[src/source/blink_pkg.sv]
package blink_pkg;

  // Z80 pins as seen by the gate array
  typedef struct packed {
    logic [15:0] ca;     // Logical address
    logic [7:0]  cdi;    // Data from CPU
    logic        crd_n;  // RD
    logic        mrq_n;  // MREQ
    logic        ior_n;  // IORQ
    logic        cm1_n;  // M1
    logic        hlt_n;  // HALT
  } cpu_bus_t;

  // Physical address, 22 bits
  typedef struct packed {
    logic [7:0]  bank;
    logic [13:0] offset;
  } bank_view_t;

  typedef struct packed {
    logic [2:0]  chip;   // 000 PROM, 001 RAM, 01x..11x slots
    logic [18:0] rest;
  } chip_view_t;

  typedef union packed {
    bank_view_t b;       // Built this way by the MMU
    chip_view_t c;       // Decoded this way for chip enables
  } phys_addr_t;

  // Write-only registers
  typedef struct packed {
    logic [7:0]      com;   // B0 common control
    logic [7:0]      int1;  // B1 interrupt control
    logic [2:0]      tmk;   // B5 timer mask
    logic [3:0][7:0] sr;    // D0..D3 segment registers
  } blink_cfg_t;

  // Decoded bus events, one cycle each
  typedef struct packed {
    logic       int_ack;
    logic       sta_rd;      // B1 read
    logic       kbd_rd;      // B2 read
    logic [7:0] kbd;
    logic       tack_wr;     // B6 write
    logic       tmr_ack_wr;  // B4 write
    logic [7:0] wdata;
  } io_evt_t;

  typedef struct packed {
    logic       tick;
    logic [2:0] tlvl;  // 001 tick, 011 second, 111 minute
  } rtc_evt_t;

  typedef struct packed {
    logic [7:0]  tim0;  // 5 ms ticks
    logic [5:0]  tim1;  // Seconds
    logic [20:0] timm;  // Minutes
    logic [2:0]  tsta;
  } rtc_val_t;

  // Write ports
  localparam logic [7:0] P_COM      = 8'hB0;
  localparam logic [7:0] P_INT      = 8'hB1;
  localparam logic [7:0] P_TACK_TMR = 8'hB4;
  localparam logic [7:0] P_TMK      = 8'hB5;
  localparam logic [7:0] P_TACK     = 8'hB6;
  localparam logic [7:0] P_SR0      = 8'hD0;
  localparam logic [7:0] P_SR1      = 8'hD1;
  localparam logic [7:0] P_SR2      = 8'hD2;
  localparam logic [7:0] P_SR3      = 8'hD3;
  // Read ports
  localparam logic [7:0] P_STA      = 8'hB1;
  localparam logic [7:0] P_KBD      = 8'hB2;
  localparam logic [7:0] P_TSTA     = 8'hB5;
  localparam logic [7:0] P_TIM0     = 8'hD0;
  localparam logic [7:0] P_TIM1     = 8'hD1;
  localparam logic [7:0] P_TIM2     = 8'hD2;
  localparam logic [7:0] P_TIM3     = 8'hD3;
  localparam logic [7:0] P_TIM4     = 8'hD4;

  // Bit positions
  localparam int COM_RAMS   = 2;
  localparam int COM_RESTIM = 4;
  localparam int INT_GINT   = 0;
  localparam int INT_TIME   = 1;
  localparam int INT_KWAIT  = 7;
  localparam int STA_TIME   = 1;
  localparam int STA_KEY    = 2;

  // Lower 8K banks and reset values
  localparam logic [7:0] BANK_ROM = 8'h00;
  localparam logic [7:0] BANK_RAM = 8'h20;
  localparam blink_cfg_t CFG_RST  = '0;
  localparam rtc_val_t   RTC_RST  = '0;

endpackage

[src/source/blink_mmu.sv]
`timescale 1ns/1ns

module blink_mmu import blink_pkg::*; (
  input  logic        mck,
  input  logic        rst_n,
  input  cpu_bus_t    bus,
  input  blink_cfg_t  cfg,
  output logic [21:0] ma,
  output logic        ipce_n,
  output logic        irce_n,
  output logic        se1_n,
  output logic        se2_n,
  output logic        se3_n,
  output logic        roe_n,
  output logic        wrb_n
);

  phys_addr_t pa;
  logic       mreq;

  assign mreq = ~bus.mrq_n;

  // Segment translation
  always_comb begin
    case (bus.ca[15:14])
      2'b11: pa.b = {cfg.sr[3], bus.ca[13:0]};  // C000-FFFF
      2'b10: pa.b = {cfg.sr[2], bus.ca[13:0]};  // 8000-BFFF
      2'b01: pa.b = {cfg.sr[1], bus.ca[13:0]};  // 4000-7FFF
      default: begin
        if (bus.ca[13]) begin
          pa.b = {cfg.sr[0], 1'b1, bus.ca[12:0]};  // 2000-3FFF, upper half of sr0
        end else if (cfg.com[COM_RAMS]) begin
          pa.b = {BANK_RAM, 1'b0, bus.ca[12:0]};  // RAMS, RAM at 0000
        end else begin
          pa.b = {BANK_ROM, 1'b0, bus.ca[12:0]};  // Boot ROM
        end
      end
    endcase
  end

  assign ma = pa;

  // Chip selects from the top three bits
  assign ipce_n = ~(mreq && pa.c.chip == 3'b000);
  assign irce_n = ~(mreq && pa.c.chip == 3'b001);
  assign se1_n  = ~(mreq && pa.c.chip[2:1] == 2'b01);  // Banks 40-7F
  assign se2_n  = ~(mreq && pa.c.chip[2:1] == 2'b10);  // Banks 80-BF
  assign se3_n  = ~(mreq && pa.c.chip[2:1] == 2'b11);  // Banks C0-FF

  assign roe_n = ~(mreq & ~bus.crd_n);
  assign wrb_n = ~(mreq & bus.crd_n);  // Write when RD is high

  // Never two chips on the data bus
  a_one_ce: assert property (@(posedge mck) disable iff (!rst_n)
    $onehot0({~ipce_n, ~irce_n, ~se1_n, ~se2_n, ~se3_n}));

endmodule

[src/source/blink_rtc.sv]
`timescale 1ns/1ns

module blink_rtc import blink_pkg::*; #(
  parameter logic [15:0] TICK_DIV = 16'd49152
) (
  input  logic       mck,
  input  logic       rst_n,
  input  blink_cfg_t cfg,
  input  io_evt_t    evt,
  output rtc_evt_t   rtc_evt,
  output rtc_val_t   rtc_val
);

  logic [15:0] div_cnt;
  logic        div_wrap;
  logic        restim;
  logic [2:0]  tlvl;
  rtc_val_t    val_q;

  assign restim   = cfg.com[COM_RESTIM];
  assign div_wrap = (div_cnt == TICK_DIV - 16'd1);

  // 5 ms divider, free running
  always_ff @(posedge mck) begin
    if (!rst_n) begin
      div_cnt <= '0;
    end else if (div_wrap) begin
      div_cnt <= '0;
    end else begin
      div_cnt <= div_cnt + 16'd1;
    end
  end

  // Which counter rolls on this tick
  always_comb begin
    if (val_q.tim0 != 8'd199) begin
      tlvl = 3'b001;
    end else if (val_q.tim1 != 6'd59) begin
      tlvl = 3'b011;  // Second boundary
    end else begin
      tlvl = 3'b111;  // Minute boundary
    end
  end

  always_ff @(posedge mck) begin
    if (!rst_n || restim) begin
      val_q <= RTC_RST;  // RESTIM holds the clock cleared
    end else if (div_wrap) begin
      val_q.tsta <= tlvl;
      case (tlvl)
        3'b001: val_q.tim0 <= val_q.tim0 + 8'd1;
        3'b011: begin
          val_q.tim0 <= '0;
          val_q.tim1 <= val_q.tim1 + 6'd1;
        end
        default: begin
          val_q.tim0 <= '0;
          val_q.tim1 <= '0;
          val_q.timm <= val_q.timm + 21'd1;
        end
      endcase
    end else if (evt.tmr_ack_wr) begin
      val_q.tsta <= val_q.tsta & ~evt.wdata[2:0];  // Clear acked bits
    end
  end

  // No tick seen by the interrupt logic while held
  assign rtc_evt.tick = div_wrap & ~restim;
  assign rtc_evt.tlvl = tlvl;
  assign rtc_val      = val_q;

  a_rtc_range: assert property (@(posedge mck) disable iff (!rst_n)
    val_q.tim0 < 8'd200 && val_q.tim1 < 6'd60);

endmodule

[src/source/blink_intc.sv]
`timescale 1ns/1ns

module blink_intc import blink_pkg::*; (
  input  logic       mck,
  input  logic       rst_n,
  input  cpu_bus_t   bus,
  input  blink_cfg_t cfg,
  input  io_evt_t    evt,
  input  rtc_evt_t   rtc_evt,
  output logic [7:0] sta,
  output logic       intb_n,
  output logic       pm1
);

  logic [7:0] sta_q;
  logic       int_q;    // Pending interrupt to Z80
  logic       iak_q;    // Auto-ack armed by a status read
  logic       gate_q;   // Z80 clock running
  logic       lvl_en;
  logic       tmr_int;
  logic       key_hit;
  logic       kwait_stop;

  // Mask bit for the highest level reached
  always_comb begin
    if (rtc_evt.tlvl[2]) begin
      lvl_en = cfg.tmk[2];
    end else if (rtc_evt.tlvl[1]) begin
      lvl_en = cfg.tmk[1];
    end else begin
      lvl_en = cfg.tmk[0];
    end
  end

  assign tmr_int    = cfg.int1[INT_GINT] & cfg.int1[INT_TIME] & lvl_en;
  assign key_hit    = |evt.kbd;
  assign kwait_stop = evt.kbd_rd & cfg.int1[INT_KWAIT] & ~key_hit;  // Wait for a key

  // Status register, later writes win
  always_ff @(posedge mck) begin
    if (!rst_n) begin
      sta_q <= '0;
      iak_q <= 1'b0;
    end else begin
      if (evt.tack_wr) sta_q <= sta_q & ~evt.wdata;
      if (evt.sta_rd) begin
        if (iak_q) begin
          sta_q[STA_TIME] <= 1'b0;  // Second read acks timer
          iak_q           <= 1'b0;
        end else begin
          iak_q <= 1'b1;
        end
      end
      if (evt.kbd_rd && key_hit) sta_q[STA_KEY] <= 1'b1;
      if (rtc_evt.tick) sta_q[STA_TIME] <= tmr_int;
    end
  end

  // Interrupt line
  always_ff @(posedge mck) begin
    if (!rst_n) begin
      int_q <= 1'b0;
    end else if (rtc_evt.tick) begin
      int_q <= tmr_int;
    end else if (evt.int_ack) begin
      int_q <= 1'b0;
    end
  end

  // Snooze gate, interrupt restarts
  always_ff @(posedge mck) begin
    if (!rst_n) begin
      gate_q <= 1'b1;
    end else if (int_q) begin
      gate_q <= 1'b1;
    end else if (!bus.hlt_n || kwait_stop) begin
      gate_q <= 1'b0;
    end
  end

  assign sta    = sta_q;
  assign intb_n = ~int_q;
  assign pm1    = mck & gate_q;  // Gated CPU clock

  // A pending interrupt always wakes the CPU
  a_int_wakes: assert property (@(posedge mck) disable iff (!rst_n)
    $rose(int_q) |=> gate_q);

endmodule

[src/source/blink_io.sv]
`timescale 1ns/1ns

module blink_io import blink_pkg::*; (
  input  logic        mck,
  input  logic        rst_n,
  input  cpu_bus_t    bus,
  input  rtc_val_t    rtc_val,
  input  logic [7:0]  sta,
  input  logic [63:0] kbmat,
  output blink_cfg_t  cfg,
  output io_evt_t     evt,
  output logic [7:0]  cdo
);

  blink_cfg_t cfg_q;
  logic [7:0] rdata_q;  // Read register
  logic [7:0] kbd;
  logic [7:0] port;
  logic       int_ack;
  logic       wr;
  logic       rd;

  assign port = bus.ca[7:0];

  // Ranked decode: ack, then write, then read
  assign int_ack = ~bus.ior_n & ~bus.cm1_n;
  assign wr      = ~bus.ior_n & bus.crd_n & ~int_ack;
  assign rd      = ~bus.ior_n & ~bus.crd_n & ~int_ack & ~wr;

  // Keyboard rows selected by A8..A15
  always_comb begin
    kbd = '0;
    for (int i = 0; i < 8; i++) begin
      if (bus.ca[8+i]) kbd = kbd | kbmat[8*i +: 8];
    end
  end

  always_comb begin
    evt.int_ack    = int_ack;
    evt.sta_rd     = rd && port == P_STA;
    evt.kbd_rd     = rd && port == P_KBD;
    evt.kbd        = kbd;
    evt.tack_wr    = wr && port == P_TACK;
    evt.tmr_ack_wr = wr && port == P_TACK_TMR;
    evt.wdata      = bus.cdi;
  end

  // Write registers
  always_ff @(posedge mck) begin
    if (!rst_n) begin
      cfg_q <= CFG_RST;
    end else if (int_ack) begin
      cfg_q.int1[INT_KWAIT] <= 1'b0;  // Ack ends keyboard wait
    end else if (wr) begin
      case (port)
        P_COM: cfg_q.com   <= bus.cdi;
        P_INT: cfg_q.int1  <= bus.cdi;
        P_TMK: cfg_q.tmk   <= bus.cdi[2:0];
        P_SR0: cfg_q.sr[0] <= bus.cdi;
        P_SR1: cfg_q.sr[1] <= bus.cdi;
        P_SR2: cfg_q.sr[2] <= bus.cdi;
        P_SR3: cfg_q.sr[3] <= bus.cdi;
        default: ;  // B4, B6 go out as events
      endcase
    end
  end

  // Read mux, loaded on the read edge
  always_ff @(posedge mck) begin
    if (!rst_n) begin
      rdata_q <= '0;
    end else if (rd) begin
      case (port)
        P_STA:   rdata_q <= sta;
        P_KBD:   rdata_q <= kbd;
        P_TSTA:  rdata_q <= {5'b0, rtc_val.tsta};
        P_TIM0:  rdata_q <= rtc_val.tim0;
        P_TIM1:  rdata_q <= {2'b0, rtc_val.tim1};
        P_TIM2:  rdata_q <= rtc_val.timm[7:0];
        P_TIM3:  rdata_q <= rtc_val.timm[15:8];
        P_TIM4:  rdata_q <= {3'b0, rtc_val.timm[20:16]};
        default: rdata_q <= '0;  // Unmapped port
      endcase
    end
  end

  assign cfg = cfg_q;
  assign cdo = bus.ior_n ? bus.cdi : rdata_q;  // Echo CPU data outside IO cycles

  a_evt_rank: assert property (@(posedge mck) disable iff (!rst_n)
    $onehot0({int_ack, wr, rd}));

endmodule

[src/source/blink_top.sv]
`timescale 1ns/1ns

module blink import blink_pkg::*; #(
  parameter logic [15:0] TICK_DIV = 16'd49152
) (
  input  logic        mck,     // Master clock
  input  logic        sck,     // Standby clock, coma mode not built
  input  logic        rin_n,   // Reset button
  input  logic [15:0] ca,
  input  logic [7:0]  cdi,
  input  logic        crd_n,
  input  logic        mrq_n,
  input  logic        ior_n,
  input  logic        cm1_n,
  input  logic        hlt_n,
  input  logic [63:0] kbmat,
  output logic        rout_n,
  output logic [7:0]  cdo,
  output logic [21:0] ma,
  output logic        pm1,
  output logic        ipce_n,
  output logic        irce_n,
  output logic        se1_n,
  output logic        se2_n,
  output logic        se3_n,
  output logic        roe_n,
  output logic        wrb_n,
  output logic        intb_n,
  output logic        nmib_n
);

  cpu_bus_t   bus;
  blink_cfg_t cfg;
  io_evt_t    evt;
  rtc_evt_t   rtc_evt;
  rtc_val_t   rtc_val;
  logic [7:0] sta;

  assign bus = '{ca: ca, cdi: cdi, crd_n: crd_n, mrq_n: mrq_n,
                 ior_n: ior_n, cm1_n: cm1_n, hlt_n: hlt_n};

  assign rout_n = rin_n;  // Z80 reset follows the button
  assign nmib_n = 1'b1;   // No NMI source

  blink_io u_io (
    .mck(mck), .rst_n(rin_n), .bus(bus), .rtc_val(rtc_val), .sta(sta),
    .kbmat(kbmat), .cfg(cfg), .evt(evt), .cdo(cdo)
  );

  blink_mmu u_mmu (
    .mck(mck), .rst_n(rin_n), .bus(bus), .cfg(cfg), .ma(ma),
    .ipce_n(ipce_n), .irce_n(irce_n), .se1_n(se1_n), .se2_n(se2_n),
    .se3_n(se3_n), .roe_n(roe_n), .wrb_n(wrb_n)
  );

  blink_rtc #(.TICK_DIV(TICK_DIV)) u_rtc (
    .mck(mck), .rst_n(rin_n), .cfg(cfg), .evt(evt),
    .rtc_evt(rtc_evt), .rtc_val(rtc_val)
  );

  blink_intc u_intc (
    .mck(mck), .rst_n(rin_n), .bus(bus), .cfg(cfg), .evt(evt),
    .rtc_evt(rtc_evt), .sta(sta), .intb_n(intb_n), .pm1(pm1)
  );

endmodule

[config.mk]
export PLATFORM = sky130hd
export DESIGN_NAME = blink
export DESIGN_NICKNAME = d
export VERILOG_FILES = /design/src/source/blink_pkg.sv /design/src/source/blink_mmu.sv /design/src/source/blink_rtc.sv /design/src/source/blink_intc.sv /design/src/source/blink_io.sv /design/src/source/blink_top.sv
export SDC_FILE = /design/constraint.sdc
export NUM_CORES = 1
export LEC_CHECK = 0
export BUFFER_PORTS_ARGS = -buffer_cell sky130_fd_sc_hd__buf_2
export CAP_MARGIN = 25
export CORE_ASPECT_RATIO = 0.7
export CORE_UTILIZATION = 59
export DETAILED_ROUTE_END_ITERATION = 12
export PLACE_DENSITY = 0.93
export SETUP_SLACK_MARGIN = 0.05
export SYNTH_ARGS = -nofsm -noshare
export SYNTH_HDL_FRONTEND = slang
export SYNTH_SLANG_ARGS = --single-unit
[constraint.sdc]
create_clock -name mck -period 5.65 [get_ports mck]
set_clock_uncertainty 0.05 [all_clocks]
set_input_delay 0.565 -clock mck [delete_from_list [all_inputs] [get_ports mck]]
set_output_delay 0.565 -clock mck [all_outputs]
set_load 0.02 [all_outputs]
Word-level counts from Yosys, hierarchy flattened:

Cells that the tools add are included.

* input bits: 96
* flip-flop bits (word level): 116
* word-level logic and storage cells: 153

* muxes and demuxes: 29
* $add $sub $neg: 4
* bitwise gates (word level): 44
* equality and inequality tests: 23
* reduce and logical (&&, ||, !) cells: 33

Operators by type and width (number)
* $eq 8x8->1 const B: 11
* $mux 8: 10
* $pmux 22 s3: 1
* $pmux 8 s8: 1
* $or 8x8->8: 7
* $mux 22: 1
* $add 21x1->21 const B: 1
* $reduce_and 3->1: 7
* $mux 20: 1
* $not 1->1: 19
* $add 16x1->16 const B: 1
* $eq 16x16->1 const B: 1
* $mux 3: 5
* $and 1x1->1: 14
* $pmux 6 s2: 1
* $logic_and 1x1->1: 10
* $mux 1: 9
* $add 8x1->8 const B: 1
* $and 8x8->8: 1
* $eq 2x2->1 const B: 4
* $ne 8x8->1 const B: 1
* $not 8->8: 1
* $reduce_or 2->1: 4
* $reduce_or 8->1: 1
* other kinds (12): 20

Depth between registers and ports, before layout:

* depth in word-level cells: 19
* depth in mapped cells: 8
* depth with buffers taken out: 6

Modules after synthesis:

From an unflattened synthesis, not the netlist that was laid out.

* cell total of the unflattened synthesis: 770
* area total of the unflattened synthesis: 6847.8 µm²

Modules (own cells, without submodules)
* blink_io: area each 3425.8 µm², cells an instance 359, instances 1
* blink_rtc: area each 2513.7 µm², cells an instance 304, instances 1
* blink_intc: area each 451.7 µm², cells an instance 49, instances 1
* blink_mmu: area each 437.9 µm², cells an instance 55, instances 1
* blink: area each 18.8 µm², cells an instance 3, instances 1

==> metrics.csv <==
metric,value,unit
status,"complete, no violations",
IO buf count,134,
Worst Hold Launch,cdi[7],
post-CTS setup buffers,0,
PD cells,292,nW/um^2
number of global-route vias before repair,6161,
Area Growth Syn to Fin,19.4,%
WP data required,5040,ps
# setup viols final,0,
Slew HR,28.1,%
Max Cap Violations,0,
crit-path max FO,2,
CTS tree,built,
Die Y,87.4,um
share of cells above drive strength 1,26.5,%
"Cell Count, Final, Fillers Out",935,
first-pass GRT wire length,31700,um
initial antenna violation count,0,
Final Hold Fails,0,
Synth cell types,68,
Post-Synthesis Cells,696,
R2R depth,6,
core area,9910,um^2
# rows,30,
fin. max-slew vios,0,
CTS resizes,0,
GR Util All Layers,39.7,%
"Seq/Total Area, Yosys",36.8,%
drt drc,0,
Die Footprint,10800,um^2
RSZ-0062 raised after global routing,no,
layout net count,896,
Mapped Area,6150,um^2
vias post-DR,6358,
"Hold-fix buffers, CTS",0,
Hold Path End,u_intc.sta[7],
Antenna Nets Post-Route,0,
FILL cells,687,
setup TNS,0,ps
Most used DFF post-synth,dfxtp_1,
crit path launch type,clock port,
CP Data Arrival Time,3380,ps
Die Width,124,um
Avg WL per Cell,21.7,um
Syn Area/Cell,8.83,um^2
GPL Wtd Cong,0.920,
Pre-antenna DRT Iters,7,
vias per std cell,6.80,
r2r startpoint,u_rtc.div_cnt[0],
worst-skew pair later-pin latency,530,ps
Overflow after GRT,0,
HP Class,primary input to register,
WHS Path Cells,2,
Total Wirelength,20300,um
worst slew pin tran,1050,ps
Worst setup EP type,primary output,
ys async rst share,0,%
Detail Placement HPWL,13500,um
"EDFF count, synth",0,
"Net Count, Synth",796,
synthesized flop and latch total,113,
Starting Density,62.0,%
Worst-path clk slew,60,ps
Ports,137,
Antenna Cells,0,
drt initial violations,826,
worst vdd ir,0.000254,V
pin count of the biggest net entering global routing,42,
static leakage,2.83,nW
yosys warns,0,
Setup CP Type,clock port to primary output,
DP Cell Count,902,
r2r endpoint,u_rtc.rtc_val[21],
reg2reg setup slack,2660,ps
[cell families (layout without fill, tap and decap cells)]
| kind of cell | after synthesis | after routing | share of synthesized area [%] |
|---|---|---|---|
| and+or+nand+nor | 288 | 288 | 26.3 |
| other | 1 | 1 | 0.0610 |
| DFF | 113 | 113 | 36.8 |
| AOI/OAI and AO/OA | 143 | 143 | 14.6 |
| adders and majority gates | 4 | 4 | 0.814 |
| buffers and inverters | 62 | 173 | 5.21 |
| xor gates and xnor gates | 18 | 18 | 2.57 |
| muxes | 67 | 67 | 13.6 |
[synthesized netlist by cell type (5+ instances only)]
master,instances,area share [%]
a21oi_1,47,3.8
a22o_1,7,1.0
a22oi_1,32,3.9
and2_0,7,0.71
and2_1,7,0.71
and3_1,6,0.61
and4_1,6,0.86
buf_2,7,0.57
buf_4,16,2.0
clkbuf_1,27,1.6
dfxtp_1,113,37
inv_1,5,0.31
mux2_2,9,1.6
mux2i_1,46,7.5
mux4_2,11,4.0
nand2_1,50,3.1
nand2b_1,7,0.71
nand3_1,28,2.3
nand4_1,22,2.2
nor2_1,78,4.8
o21ai_0,33,2.7
o31ai_1,8,0.98
or3_1,15,1.5
or4_1,10,1.2
xnor2_1,7,1.0
xor2_1,11,1.6
[how the worst max path moves through the flow]
| stage | start | endpoint | slack [ps] |
|---|---|---|---|
| after floorplan | mck | pm1 | 2010 |
| after global placement | mck | pm1 | 1940 |
| after detailed placement | mck | pm1 | 1940 |
| after CTS | mck | pm1 | 1650 |
| after global routing | mck | pm1 | 1640 |
| final | mck | pm1 | 1650 |
[layer usage]
layer | track usage [%] | share of wire [%] | wire length, um
met2 | 63.2 | 46 | 9400
met1 | 46.8 | 38 | 7630
met3 | 13.0 | 12 | 2360
met4 | 23.5 | 4.3 | 864
met5 | 0 | 0 | 0
[flip-flops by register name (all words and copies together), names as in the netlist]
register / flops
u_rtc.div_cnt: 16
u_intc.int_q: 1
u_io.cfg: 40
u_intc.iak_q: 1
u_intc.gate_q: 1
u_io.rdata_q: 8
u_intc.sta: 8
u_rtc.rtc_val: 38
[critical path, stage by stage]
cell and delay [ps]:
clkbuf_16 120, clkbuf_16 130, and2_1 150, buf_2 150
[final cells by class]
| cell class | instances | area (um^2) | share of cell area [%] |
|---|---|---|---|
| clock inverters | 10 | 111 | 1.52 |
| flip-flops and latches | 113 | 2260 | 30.8 |
| repair buffers | 134 | 673 | 9.18 |
| well taps | 128 | 160 | 2.18 |
| inverters | 5 | 18.8 | 0.256 |
| clock buffers | 24 | 547 | 7.45 |
| multi-input cells | 521 | 3560 | 48.6 |
[cell usage in the layout (no fill, tap or decap), types with 5 or more instances in the layout]
| cell | count |
|---|---|
| o21ai_0 | 33 |
| and3_1 | 6 |
| nand3_1 | 28 |
| o31ai_1 | 8 |
| clkbuf_16 | 20 |
| nor2_1 | 78 |
| xor2_1 | 11 |
| inv_1 | 5 |
| and2_0 | 7 |
| or4_1 | 10 |
| and2_1 | 7 |
| a22o_1 | 7 |
| dfxtp_1 | 113 |
| nand2_1 | 50 |
| mux2_2 | 9 |
| a22oi_1 | 32 |
| mux2i_1 | 46 |
| or3_1 | 15 |
| mux4_2 | 11 |
| and4_1 | 6 |
| buf_2 | 134 |
| a21oi_1 | 47 |
| xnor2_1 | 7 |
| nand2b_1 | 7 |
| nand4_1 | 22 |
[power by group]
part	total, W	switching [W]	internal [W]
registers	0.000804	0.00000341	0.000801
logic	0.000156	0.0000995	0.0000563
clock network	0.00118	0.000409	0.000771
[through the flow]
stage               power [W]  cell area, um^2  setup slack (ps)  hold slack [ps]  util, %
floorplan            0.000920             6150              2010              362        -
global placement     0.000979             6680              1940              369     67.4
detailed placement   0.000985             6680              1940              376     67.4
CTS                   0.00214             7340              1650              267     74.0
global route          0.00219             7340              1640              276     74.0
finish                0.00214             7340              1650              280     74.0
(Power assumes the default switching activity.)
